`config.mk`:
```
export PLATFORM = sky130hd
export DESIGN_NAME = evict_buffer
export DESIGN_NICKNAME = d
export VERILOG_FILES = /design/src/design/wb_pkg.sv /design/src/design/evict_pkg.sv /design/src/design/evict_line_store.sv /design/src/design/evict_control.sv /design/src/design/evict_buffer.sv
export SDC_FILE = /design/constraint.sdc
export NUM_CORES = 1
export LEC_CHECK = 0
export ABC_AREA = 1
export BUFFER_PORTS_ARGS = -buffer_cell sky130_fd_sc_hd__clkbuf_2
export CORE_AREA = 2 2 225 227
export DETAILED_ROUTE_END_ITERATION = 10
export DIE_AREA = 0 0 227 229
export GPL_TIMING_DRIVEN = 0
export PLACE_DENSITY = 0.53
export SLEW_MARGIN = 20
export SYNTH_ARGS = -nofsm -noshare
export SYNTH_HDL_FRONTEND = slang
export SYNTH_HIERARCHICAL = 1
export SYNTH_SLANG_ARGS = --single-unit
```
`constraint.sdc`:
```
create_clock -name clk -period 7 [get_ports clk]
set_input_delay 1.05 -clock clk [delete_from_list [all_inputs] [get_ports clk]]
set_output_delay 1.05 -clock clk [all_outputs]
set_load 0.03 [all_outputs]
```
`src/design/wb_pkg.sv`:
```
package wb_pkg;

    // Line address, one address per 128-bit line
    localparam int ADDR_W = 12;

    // Full cache line carried in a single transfer
    localparam int DATA_W = 128;

    // One select bit per byte of the line
    localparam int SEL_W = DATA_W / 8;

    // Master side of a single Wishbone transfer
    typedef struct packed {
        logic              cyc;
        logic              stb;
        logic              we;
        logic [SEL_W-1:0]  sel;
        logic [ADDR_W-1:0] adr;
        logic [DATA_W-1:0] dat;
    } wb_req_t;

    // Slave side, ack closes exactly one transfer
    typedef struct packed {
        logic              ack;
        logic [DATA_W-1:0] dat;
    } wb_rsp_t;

endpackage : wb_pkg

```
`src/design/evict_pkg.sv`:
```
package evict_pkg;

    // One evicted line waiting for write-back
    typedef struct packed {
        logic                      valid;
        logic [wb_pkg::ADDR_W-1:0] adr;
        logic [wb_pkg::SEL_W-1:0]  sel;
        logic [wb_pkg::DATA_W-1:0] dat;
    } entry_t;

    // Drain sequencing toward the next-level memory
    typedef enum logic {
        idle     = 1'b0,
        draining = 1'b1
    } drain_state_t;

endpackage : evict_pkg

```
`src/design/evict_line_store.sv`:
```
module evict_line_store (
    input  logic                      clk,
    input  logic                      reset,
    input  logic                      store_capture,
    input  logic                      store_release,
    input  wb_pkg::wb_req_t           capture_req,
    input  logic [wb_pkg::ADDR_W-1:0] lookup_adr,
    output evict_pkg::entry_t         entry,
    output logic                      hit
);

    logic                      valid_q;
    logic [wb_pkg::ADDR_W-1:0] adr_q;
    logic [wb_pkg::SEL_W-1:0]  sel_q;
    logic [wb_pkg::DATA_W-1:0] dat_q;

    // Valid bit follows capture and release pulses
    always_ff @(posedge clk) begin
        if (reset) begin
            valid_q <= 1'b0;
        end else if (store_capture) begin
            valid_q <= 1'b1;
        end else if (store_release) begin
            valid_q <= 1'b0;
        end
    end

    // Line payload, only meaningful while valid_q is set
    always_ff @(posedge clk) begin
        if (store_capture) begin
            adr_q <= capture_req.adr;
            sel_q <= capture_req.sel;
            dat_q <= capture_req.dat;
        end
    end

    always_comb begin
        entry.valid = valid_q;
        entry.adr   = adr_q;
        entry.sel   = sel_q;
        entry.dat   = dat_q;
    end

    // Address match against the cache request in flight
    assign hit = valid_q && (adr_q == lookup_adr);

    // Single entry, so a new line may only land in an empty store
    capture_when_empty : assert property (
        @(posedge clk) disable iff (reset)
        store_capture |-> !valid_q
    ) else $error("line captured while entry still valid");

    // A release must follow an earlier capture
    release_when_full : assert property (
        @(posedge clk) disable iff (reset)
        store_release |-> valid_q
    ) else $error("line released while entry empty");

endmodule : evict_line_store

```
`src/design/evict_control.sv`:
```
module evict_control (
    input  logic              clk,
    input  logic              reset,
    input  wb_pkg::wb_req_t   orig_req,
    output wb_pkg::wb_rsp_t   orig_rsp,
    output wb_pkg::wb_req_t   dest_req,
    input  wb_pkg::wb_rsp_t   dest_rsp,
    input  evict_pkg::entry_t entry,
    input  logic              hit,
    output logic              store_capture,
    output logic              store_release
);

    evict_pkg::drain_state_t state_q;
    evict_pkg::drain_state_t state_d;

    logic is_draining;
    logic rd_hit;
    logic rd_miss;
    logic wr_req;
    logic pass_through;

    assign is_draining = (state_q == evict_pkg::draining);

    // Only STB qualifies a cache transfer
    assign rd_hit  = orig_req.stb && !orig_req.we && hit;
    assign rd_miss = orig_req.stb && !orig_req.we && !hit;
    assign wr_req  = orig_req.stb && orig_req.we;

    // Memory port is lent to the cache only outside a drain
    assign pass_through = rd_miss && !is_draining;

    // Drain FSM
    always_comb begin
        state_d = state_q;
        case (state_q)
            evict_pkg::idle: begin
                // Start once the memory port is left free for a cycle
                if (entry.valid && !pass_through) begin
                    state_d = evict_pkg::draining;
                end
            end
            evict_pkg::draining: begin
                if (dest_rsp.ack) begin
                    state_d = evict_pkg::idle;
                end
            end
            default: begin
                state_d = evict_pkg::idle;
            end
        endcase
    end

    always_ff @(posedge clk) begin
        if (reset) begin
            state_q <= evict_pkg::idle;
        end else begin
            state_q <= state_d;
        end
    end

    // Cache side response picks pass-through, hit, capture or stall
    always_comb begin
        orig_rsp.ack  = 1'b0;
        orig_rsp.dat  = dest_rsp.dat;
        store_capture = 1'b0;
        if (pass_through) begin
            orig_rsp.ack = dest_rsp.ack;
        end else if (rd_hit) begin
            orig_rsp.ack = 1'b1;
            orig_rsp.dat = entry.dat;
        end else if (wr_req && !entry.valid) begin
            orig_rsp.ack  = 1'b1;
            store_capture = 1'b1;
        end
        // Anything else stalls with ack low
    end

    // Drain write has priority over pass-through on the memory port
    always_comb begin
        dest_req = '0;
        if (is_draining) begin
            dest_req.cyc = 1'b1;
            dest_req.stb = 1'b1;
            dest_req.we  = 1'b1;
            dest_req.sel = entry.sel;
            dest_req.adr = entry.adr;
            dest_req.dat = entry.dat;
        end else if (pass_through) begin
            dest_req = orig_req;
        end
    end

    // Entry is freed on the edge that completes the drain write
    assign store_release = is_draining && dest_rsp.ack;

    // Memory only ever receives a line that the store still holds
    dest_write_in_drain : assert property (
        @(posedge clk) disable iff (reset)
        (dest_req.stb && dest_req.we) |-> entry.valid
    ) else $error("memory write without a held line");

    // A held line stays untouched until the drain releases it
    no_capture_over_entry : assert property (
        @(posedge clk) disable iff (reset)
        (entry.valid && !store_release) |=> $stable(entry)
    ) else $error("held line changed before release");

endmodule : evict_control

```
`src/design/evict_buffer.sv`:
```
module evict_buffer (
    input  logic            clk,
    input  logic            reset,
    input  wb_pkg::wb_req_t orig_req,
    output wb_pkg::wb_rsp_t orig_rsp,
    output wb_pkg::wb_req_t dest_req,
    input  wb_pkg::wb_rsp_t dest_rsp
);

    evict_pkg::entry_t entry;
    logic              hit;
    logic              store_capture;
    logic              store_release;

    // Single line holding register, looked up by the cache address
    evict_line_store store_i (
        .clk           (clk),
        .reset         (reset),
        .store_capture (store_capture),
        .store_release (store_release),
        .capture_req   (orig_req),
        .lookup_adr    (orig_req.adr),
        .entry         (entry),
        .hit           (hit)
    );

    // Request routing and drain scheduling
    evict_control control_i (
        .clk           (clk),
        .reset         (reset),
        .orig_req      (orig_req),
        .orig_rsp      (orig_rsp),
        .dest_req      (dest_req),
        .dest_rsp      (dest_rsp),
        .entry         (entry),
        .hit           (hit),
        .store_capture (store_capture),
        .store_release (store_release)
    );

endmodule : evict_buffer

```
# Word-level counts from Yosys, hierarchy flattened
# Cells that the tools add are included.
# totals
ff_bits,158
inputBits,290
output_inout_bits,288
word_cells,36
# classes
eq_ne,1
mux,14
bitwise,1
n_reduce_logical,15
# op_table
op,n
$mux W159,2
$mux W128,2
$eq A12 B12 Y1,1
$logic_and A1 B1 Y1,9
$mux W1,9
$logic_not A1 Y1,5
$pmux W1 S2,1
$reduce_bool A2 Y1,1
$not A1 Y1,1

# Longest topological paths before layout
# Gate-level depths: netlist (run 1).
# depth
word_depth,9
depth_mapped,14
mapped_depth_nobuf,12

# Modules after synthesis
# The synthesis (run 1) kept the hierarchy.
# by_module_without_submodules
mod,n_inst,cells_per_inst,area_each_um2,seq_area_each_um2
evict_line_store,1,210,4933.5,4704.5
evict_control,1,973,4160.2,20.0

# Worst setup path after synthesis (run 1)
# No wires, ideal clock.
# synth_path
path_kind,input -> register
from,input orig_req[157] in the netlist's numbering
to,"register store_i/adr_q[0] in the netlist's numbering, enable pin"
setup_ns,0.510
arrival_time_ns,4.181
required_time_ns,6.490
path_slack_ns,2.310
cell_stages,2
n_path_buf,0
path_cell_list,nand3_1 inv_1
# synth_between
elab_chain_len,5
word_cells_on_any_way,9
classes_between,mux (3); reduce/logical (6)
# synth_rtl
element,line_no,rtl
start: declaration,evict_buffer.sv:4,"input wb_pkg::wb_req_t orig_req,"
$logic_and A1 B1 Y1,evict_control.sv:28,assign wr_req = orig_req.stb && orig_req.we;
$logic_and A1 B1 Y1,evict_control.sv:72,end else if (wr_req && !entry.valid) begin
$mux W1,evict_control.sv:72,
$mux W1,evict_control.sv:69,end else if (rd_hit) begin
$mux W1 *,evict_control.sv:67,if (pass_through) begin
via store_capture,evict_buffer.sv:12,logic store_capture;
end signal: assignment,evict_line_store.sv:31,adr_q <= capture_req.adr;
end: declaration,evict_line_store.sv:13,logic [wb_pkg::ADDR_W-1:0] adr_q;
# Mark *: on every way through the listed nets, which the timed path passes. The rest lies on a longest branch.
# A chain may end at the register's enable or synchronous reset.

==> impl_metrics.tcl, run 1 <==
set metrics [dict create \
    io_buffer_count 577 \
    critPathMaxStageDelay_ns 0.46 \
    crit_buf_inv 6 \
    path_delay_family "buffers and inverters" \
    via_count 10600 \
    post-dp-hpwl_um 33000 \
    final_max_slew_viol_count 0 \
    setup_tns_ns 0 \
    drc 0 \
    syn_nets 1473 \
    clk_pin_slew_ns 0.07 \
    finalSetupViolations 0 \
    finalCriticalPeriod_ns 4.26 \
    combPwrFrac 0.250 \
    multiInputGateArea_mm2 0.00381 \
    cts_setup_buffers 0 \
    hold_viol 0 \
    start_util 0.183 \
    cts_sinks 158 \
    cts_made_buffers 17 \
    worst_slew_pin_slew_ns 0.624 \
    rows 82 \
    first_iter_violations 583 \
    insertion_delay_ns 0.48 \
    syn_area_per_cell_um2 7.69 \
    hold_class "reg2reg" \
    start_kind "primary input" \
    nFillCells 5576 \
    nets 2070 \
    grt_pass1_vias 10300 \
    seq_area_mm2 0.00472 \
    ioPinCount 578 \
    grt_max_degree 87 \
    yosysUniqueCellTypes 16 \
    worstPathRequired_ns 5.95 \
    cts_tree "yes" \
    layout-drive-gt1-share 0.383 \
    maxSlewHeadroom 0.584 \
    grt_pass1_wl_um 61100 \
    drv_cap 0 \
    avgViaCountPerCell 4.30 \
    netlist_instances 1183 \
    setup.worst_path.class "in2out" \
    clockBufferDepth 2 \
    cp_cell_sequence "clkbuf_2, inv_1, nand2_1, o21ai_0, nor2_1, nand3_1, nor2_1, buf_2, clkbuf_2, buf_2, nand3_1, nand2_1, clkbuf_2" \
    ys_seq_area_frac 0.520 \
    post-route-period-util 0.608 \
    final_antenna_net_count 0 \
    clkPwrFrac 0.340 \
    area_delta_synth_final_pct 47.5 \
    final_util 0.270 \
    synth_seq_cells 158 \
    cts_resized 0 \
    status "completed" \
    grt_setup_unrepaired "no" \
    fp.dieW_um 227 \
    powerDensity_mw_per_mm2 202 \
    wire_per_inst_um 17.0 \
    leakagePower_nw 7.13 \
    cp-end-kind "output pin" \
    pwr-share-seq 0.410 \
    ys.warnings.count 6 \
    max_freq_mhz 235 \
    ir_worst_vdd_mv 0.142 \
    grt_usage 0.157 \
    first_pass_iters 5 \
    crit_fanout 10 \
    gp_congestion 0.940 \
    cts.htree.levels 4 \
    cts-root-buf "clkbuf_16" \
    slowest_stage "clkbuf_2" \
    switchingPower_w 0.000909 \
    wl_um 42000 \
    crit_top_cell "clkbuf_2" \
    swShare 0.335 \
    antenna_found_initial 1 \
    fin_worst_skew_ns 0.00990 \
    synth_area_mm2 0.00909 \
    internal-power_w 0.00180 \
    crit_arrival_ns 3.21 \
    die-area_mm2 0.0520 \
    die_h_um 229 \
    grt_overflow_total 0 \
    coreArea_mm2 0.0497 \
    postCtsHoldBufs 0 \
]
layer usage:
metal  wire length (µm)  track usage
met1              17600        0.191
met2              20600        0.266
met3               2710       0.0366
met4               1130       0.0598
met5                  0            0
synth_stat cells:
cell        n  share of area
clkbuf_1   15         0.0062
nor2_4      2         0.0025
inv_1      22         0.0091
o21ai_0     4         0.0022
nand3b_1    1        0.00083
xnor2_1     2         0.0019
nor2_1     14         0.0058
edfxtp_1  156           0.52
dfxtp_1     2         0.0044
buf_1       4         0.0017
buf_4       7         0.0058
buf_2      71          0.039
nand3_1   289           0.16
nand2_1   591           0.24
xor2_1      2         0.0019
o21ai_1     1        0.00055
state kept, by name (all words and copies together) (netlist names):
signal                 count
store_i/dat_q            128
store_i/valid_q            1
store_i/adr_q             12
store_i/sel_q             16
control_i/is_draining      1
tightest hold or removal path, stage by stage (launching register included):
cell	delay, ns
dfxtp_1	0.31
inv_1	0.13
nor2_1	0.06
nor2_1	0.08
nor2_1	0.04
metrics by stage:
| step | hold slack (ns) | setup slack (ns) | std cells | total power (W) | area [µm²] |
|---|---|---|---|---|---|
| after global placement | 0.631 | 0.452 | 2432 | 0.00182 | 12800 |
| after global routing | 0.710 | 2.53 | 2464 | 0.00284 | 13400 |
| after CTS | 0.653 | 2.71 | 2464 | 0.00276 | 13400 |
| final | 0.663 | 2.74 | 2465 | 0.00271 | 13400 |
| after detailed placement | 0.642 | 2.71 | 2433 | 0.00181 | 12900 |
| after floorplan | 0.534 | 2.31 | 1183 | 0.00153 | 9090 |
power by group through the flow:
| stage | logic (W) | registers, W | clock network [W] |
|---|---|---|---|
| finish | 0.000678 | 0.00111 | 0.000923 |
| global route | 0.000729 | 0.00112 | 0.000991 |
| CTS | 0.000683 | 0.00111 | 0.000963 |
| detailed placement | 0.000681 | 0.00113 | 0 |
| global placement | 0.000676 | 0.00114 | 0 |
| floorplan | 0.000397 | 0.00113 | 0 |
worst paths after layout:
check,depth (start not counted),slack (ns),end,from
hold / removal,4,0.66,store_i/valid_q,store_i/valid_q
setup / recovery,13,2.74,orig_rsp[79],orig_req[136]
setup reg to reg,5,4.94,store_i/dat_q[82],store_i/valid_q
hold reg to reg,4,0.66,store_i/valid_q,store_i/valid_q
area by class of cell:
cell class / count / share of cell area
Antenna cell: 1 / 0.000187
Buffer: 97 / 0.0358
Clock buffer: 19 / 0.0323
Clock inverter: 12 / 0.00895
Inverter: 22 / 0.00672
Multi-Input combinational cell: 906 / 0.284
Sequential cell: 158 / 0.352
Tap cell: 672 / 0.0627
Timing Repair Buffer: 578 / 0.217
kinds of logic after synthesis:
| group | synth area share |
|---|---|
| DFF | 0.520 |
| AOI/OAI and AO/OA | 0.00275 |
| xor gates and xnor gates | 0.00385 |
| and+or+nand+nor | 0.412 |
| buffers and inverters | 0.0618 |
placed cells by master (no fill, tap or decap):
cell type	count
xor2_1	2
clkinv_2	3
dfxtp_1	2
nor2_1	14
buf_16	1
nor2_4	2
clkinvlp_4	1
buf_1	4
clkbuf_16	17
nand2_1	591
diode_2	1
clkbuf_2	578
clkinv_4	2
o21ai_1	1
clkbuf_1	16
inv_8	1
buf_4	7
clkinv_1	3
nand3b_1	1
bufinv_16	2
inv_1	21
nand3_1	289
xnor2_1	2
edfxtp_1	156
inv_6	1
o21ai_0	4
buf_2	71
Note: power is estimated with default switching activity, not from simulation.
==> inputs of run 2 (changes only) <==
--- a/config.mk
+++ b/config.mk
@@ -7,11 +7,11 @@
 export LEC_CHECK = 0
 export ABC_AREA = 1
 export BUFFER_PORTS_ARGS = -buffer_cell sky130_fd_sc_hd__clkbuf_2
-export CORE_AREA = 2 2 225 227
+export CORE_AREA = 2 2 228 230
 export DETAILED_ROUTE_END_ITERATION = 10
-export DIE_AREA = 0 0 227 229
+export DIE_AREA = 0 0 230 232
 export GPL_TIMING_DRIVEN = 0
-export PLACE_DENSITY = 0.53
+export PLACE_DENSITY = 0.54
 export SLEW_MARGIN = 20
 export SYNTH_ARGS = -nofsm -noshare
 export SYNTH_HDL_FRONTEND = slang
==> constraint.sdc (replaced) <==
create_clock -name clk -period 3.61 [get_ports clk]
set_input_delay 0.5415 -clock clk [delete_from_list [all_inputs] [get_ports clk]]
set_output_delay 0.5415 -clock clk [all_outputs]
set_load 0.03 [all_outputs]
==> run 2 against run 1 <==
Against the previous run: die area rose by 2.6%; clock skew fell by 0.00065 ns; sequential power rose by 95%; via count rose by 0.46%; worst hold slack got worse by 0.43 ns; sequential share of layout area fell by 0.29 points; clock-buffer cell count rose by 4; largest power group unchanged.
==> impl_metrics.tcl, run 2 (synthesis results as in run 1) <==
set metrics [dict create \
    status "completed" \
    hp-start "reset" \
    max_freq_mhz 301 \
    final_antenna_net_count 0 \
    maxSlewHeadroom 0.644 \
    cts_sinks 158 \
    grt_use_met2 0.253 \
    final_common_cell "nand2_1" \
    cts.htree.levels 4 \
    final_util 0.266 \
    via_count 10600 \
    antenna_found_initial 3 \
    cp_cell_sequence "nand2_1, o21ai_0, nor2_1, nand3_1, nor2_1, buf_2, buf_2, buf_2, nand3_1, nand2_1, clkbuf_2" \
    hold_depth 2 \
    hold_end "store_i/valid_q" \
    clk_pin_slew_ns 0.07 \
    path_delay_family "buffers and inverters" \
    ioPinCount 578 \
    cts_made_buffers 17 \
    leakagePower_nw 7.16 \
    area_delta_synth_final_pct 48.7 \
    finalSetupViolations 0 \
    post-dp-hpwl_um 33300 \
    hold_viol 0 \
    drv_cap 0 \
    powerDensity_mw_per_mm2 392 \
    start_util 0.179 \
    gp_congestion 0.902 \
    r2r-end "store_i/dat_q[85]" \
    avgViaCountPerCell 4.29 \
    die_h_um 232 \
    die-area_mm2 0.0534 \
    crit_arrival_ns 2.78 \
    cts_tree "yes" \
    post-route-period-util 0.920 \
    crit_fanout 10 \
    hold_class "in2reg" \
    layout-drive-gt1-share 0.384 \
    critPathMaxStageDelay_ns 0.41 \
    cp-end-kind "output pin" \
    finalCriticalPeriod_ns 3.32 \
    top_register "store_i/dat_q" \
    start_kind "register" \
    gr-usage-met1 0.186 \
    reg2reg_setup_slack_ns 1.59 \
    coreArea_mm2 0.0509 \
    slowest_stage "edfxtp_1" \
    nets 2074 \
    first_pass_iters 5 \
    grt_max_degree 34 \
    r2r-start "store_i/valid_q" \
    grt_busiest_layer "met2" \
    clockBufferDepth 2 \
    fp.dieW_um 230 \
    final_max_slew_viol_count 0 \
    grt_pass1_vias 9898 \
    setup.worst_path.class "reg2out" \
    rr_worst_depth 7 \
    insertion_delay_ns 0.47 \
    grt_setup_unrepaired "no" \
    crit_buf_inv 4 \
    drc 0 \
    grt_overflow_total 0 \
    design_power_total_w 0.00530 \
    fin_worst_skew_ns 0.00925 \
    crit_top_cell "buf_2" \
    top_regs "store_i/dat_q (128), store_i/sel_q (16), store_i/adr_q (12)" \
    met3_usage 0.0356 \
    grt_usage 0.151 \
    first_iter_violations 775 \
    wl_um 42200 \
    ir_worst_vdd_mv 0.248 \
    startpoint "store_i/adr_q[1]" \
    wire_per_inst_um 17.0 \
    grt_pass1_wl_um 60400 \
    rows 83 \
    cts-root-buf "clkbuf_16" \
    layout_common_cells "591 x nand2_1, 577 x clkbuf_2, 289 x nand3_1, 156 x edfxtp_1, 70 x buf_2" \
    io_buffer_count 577 \
    worst_slew_pin_slew_ns 0.535 \
    largest_reg_flops 128 \
    nFillCells 5675 \
    worstPathRequired_ns 3.07 \
]
run 2: changes by cell type in the layout (fill, tap and decap cells not counted), moves of 2 or more:
cell,change
clkinv_1,-2
clkinv_2,-2
buf_12,+4
clkinvlp_4,+2
clkbuf_1,+3
clkbuf_4,+2
run 2: report_power, final:
part	leakage, nW	switching, W	internal, W
sequential	1.47	0.0000392	0.00212
clock	0.270	0.000785	0.00104
combinational	5.42	0.000935	0.000388
total	7.16	0.00176	0.00354
run 2: timing repair:
action / 4_1_cts / 5_1_grt
hold endpoints to repair: 0 / 0
setup endpoints to repair: 0 / 101
resized for setup: 0 / 4
hold buffers: 0 / 0
setup buffers: 0 / 0
run 2: cell type report:
cell class | count | area, µm² | share of cell area
diodes | 2 | 5.00 | 0.000370
plain buffers | 97 | 489 | 0.0362
clock buffers | 23 | 458 | 0.0339
clock inverters | 9 | 110 | 0.00814
inverters | 22 | 86.3 | 0.00638
multi-input cells | 906 | 3810 | 0.281
flip-flops and latches | 158 | 4720 | 0.349
well taps | 680 | 851 | 0.0629
repair buffers | 582 | 3000 | 0.221
run 2: how the worst max path moves through the flow:
stage / to / slack [ns] / cells after the start
floorplan: store_i/adr_q[0] / 0.21 / 2
global placement: store_i/dat_q[70] / -1.30 / 3
detailed placement: orig_rsp[37] / 0.35 / 12
CTS: orig_rsp[37] / 0.04 / 15
global route: orig_rsp[125] / 0.02 / 13
finish: orig_rsp[119] / 0.29 / 11
run 2: per-layer routing:
metal / vias up / wire, µm
met5: - / 0
met4: 0 / 1040
met2: 501 / 20800
met1: 4981 / 17200
li1: 5120 / -
met3: 45 / 3160
run 2: worst register-to-register path: stages (launching register included):
cell,delay [ns]
dfxtp_1,0.31
buf_4,0.12
inv_1,0.06
nand3_1,0.13
clkinvlp_4,0.34
buf_16,0.22
buf_12,0.23
buf_12,0.27
run 2: through the flow:
step                      setup TNS (ns)  hold slack, ns  std cells  area, µm²  setup WS, ns
final                                  0           0.237       2479      13500         0.289
after detailed placement               0           0.618       2445      12900         0.347
after CTS                              0           0.185       2477      13500        0.0409
after global placement           -206.17           0.621       2440      12800         -1.30
after global routing                   0           0.220       2478      13500        0.0177
after floorplan                        0           0.534       1183       9100         0.214
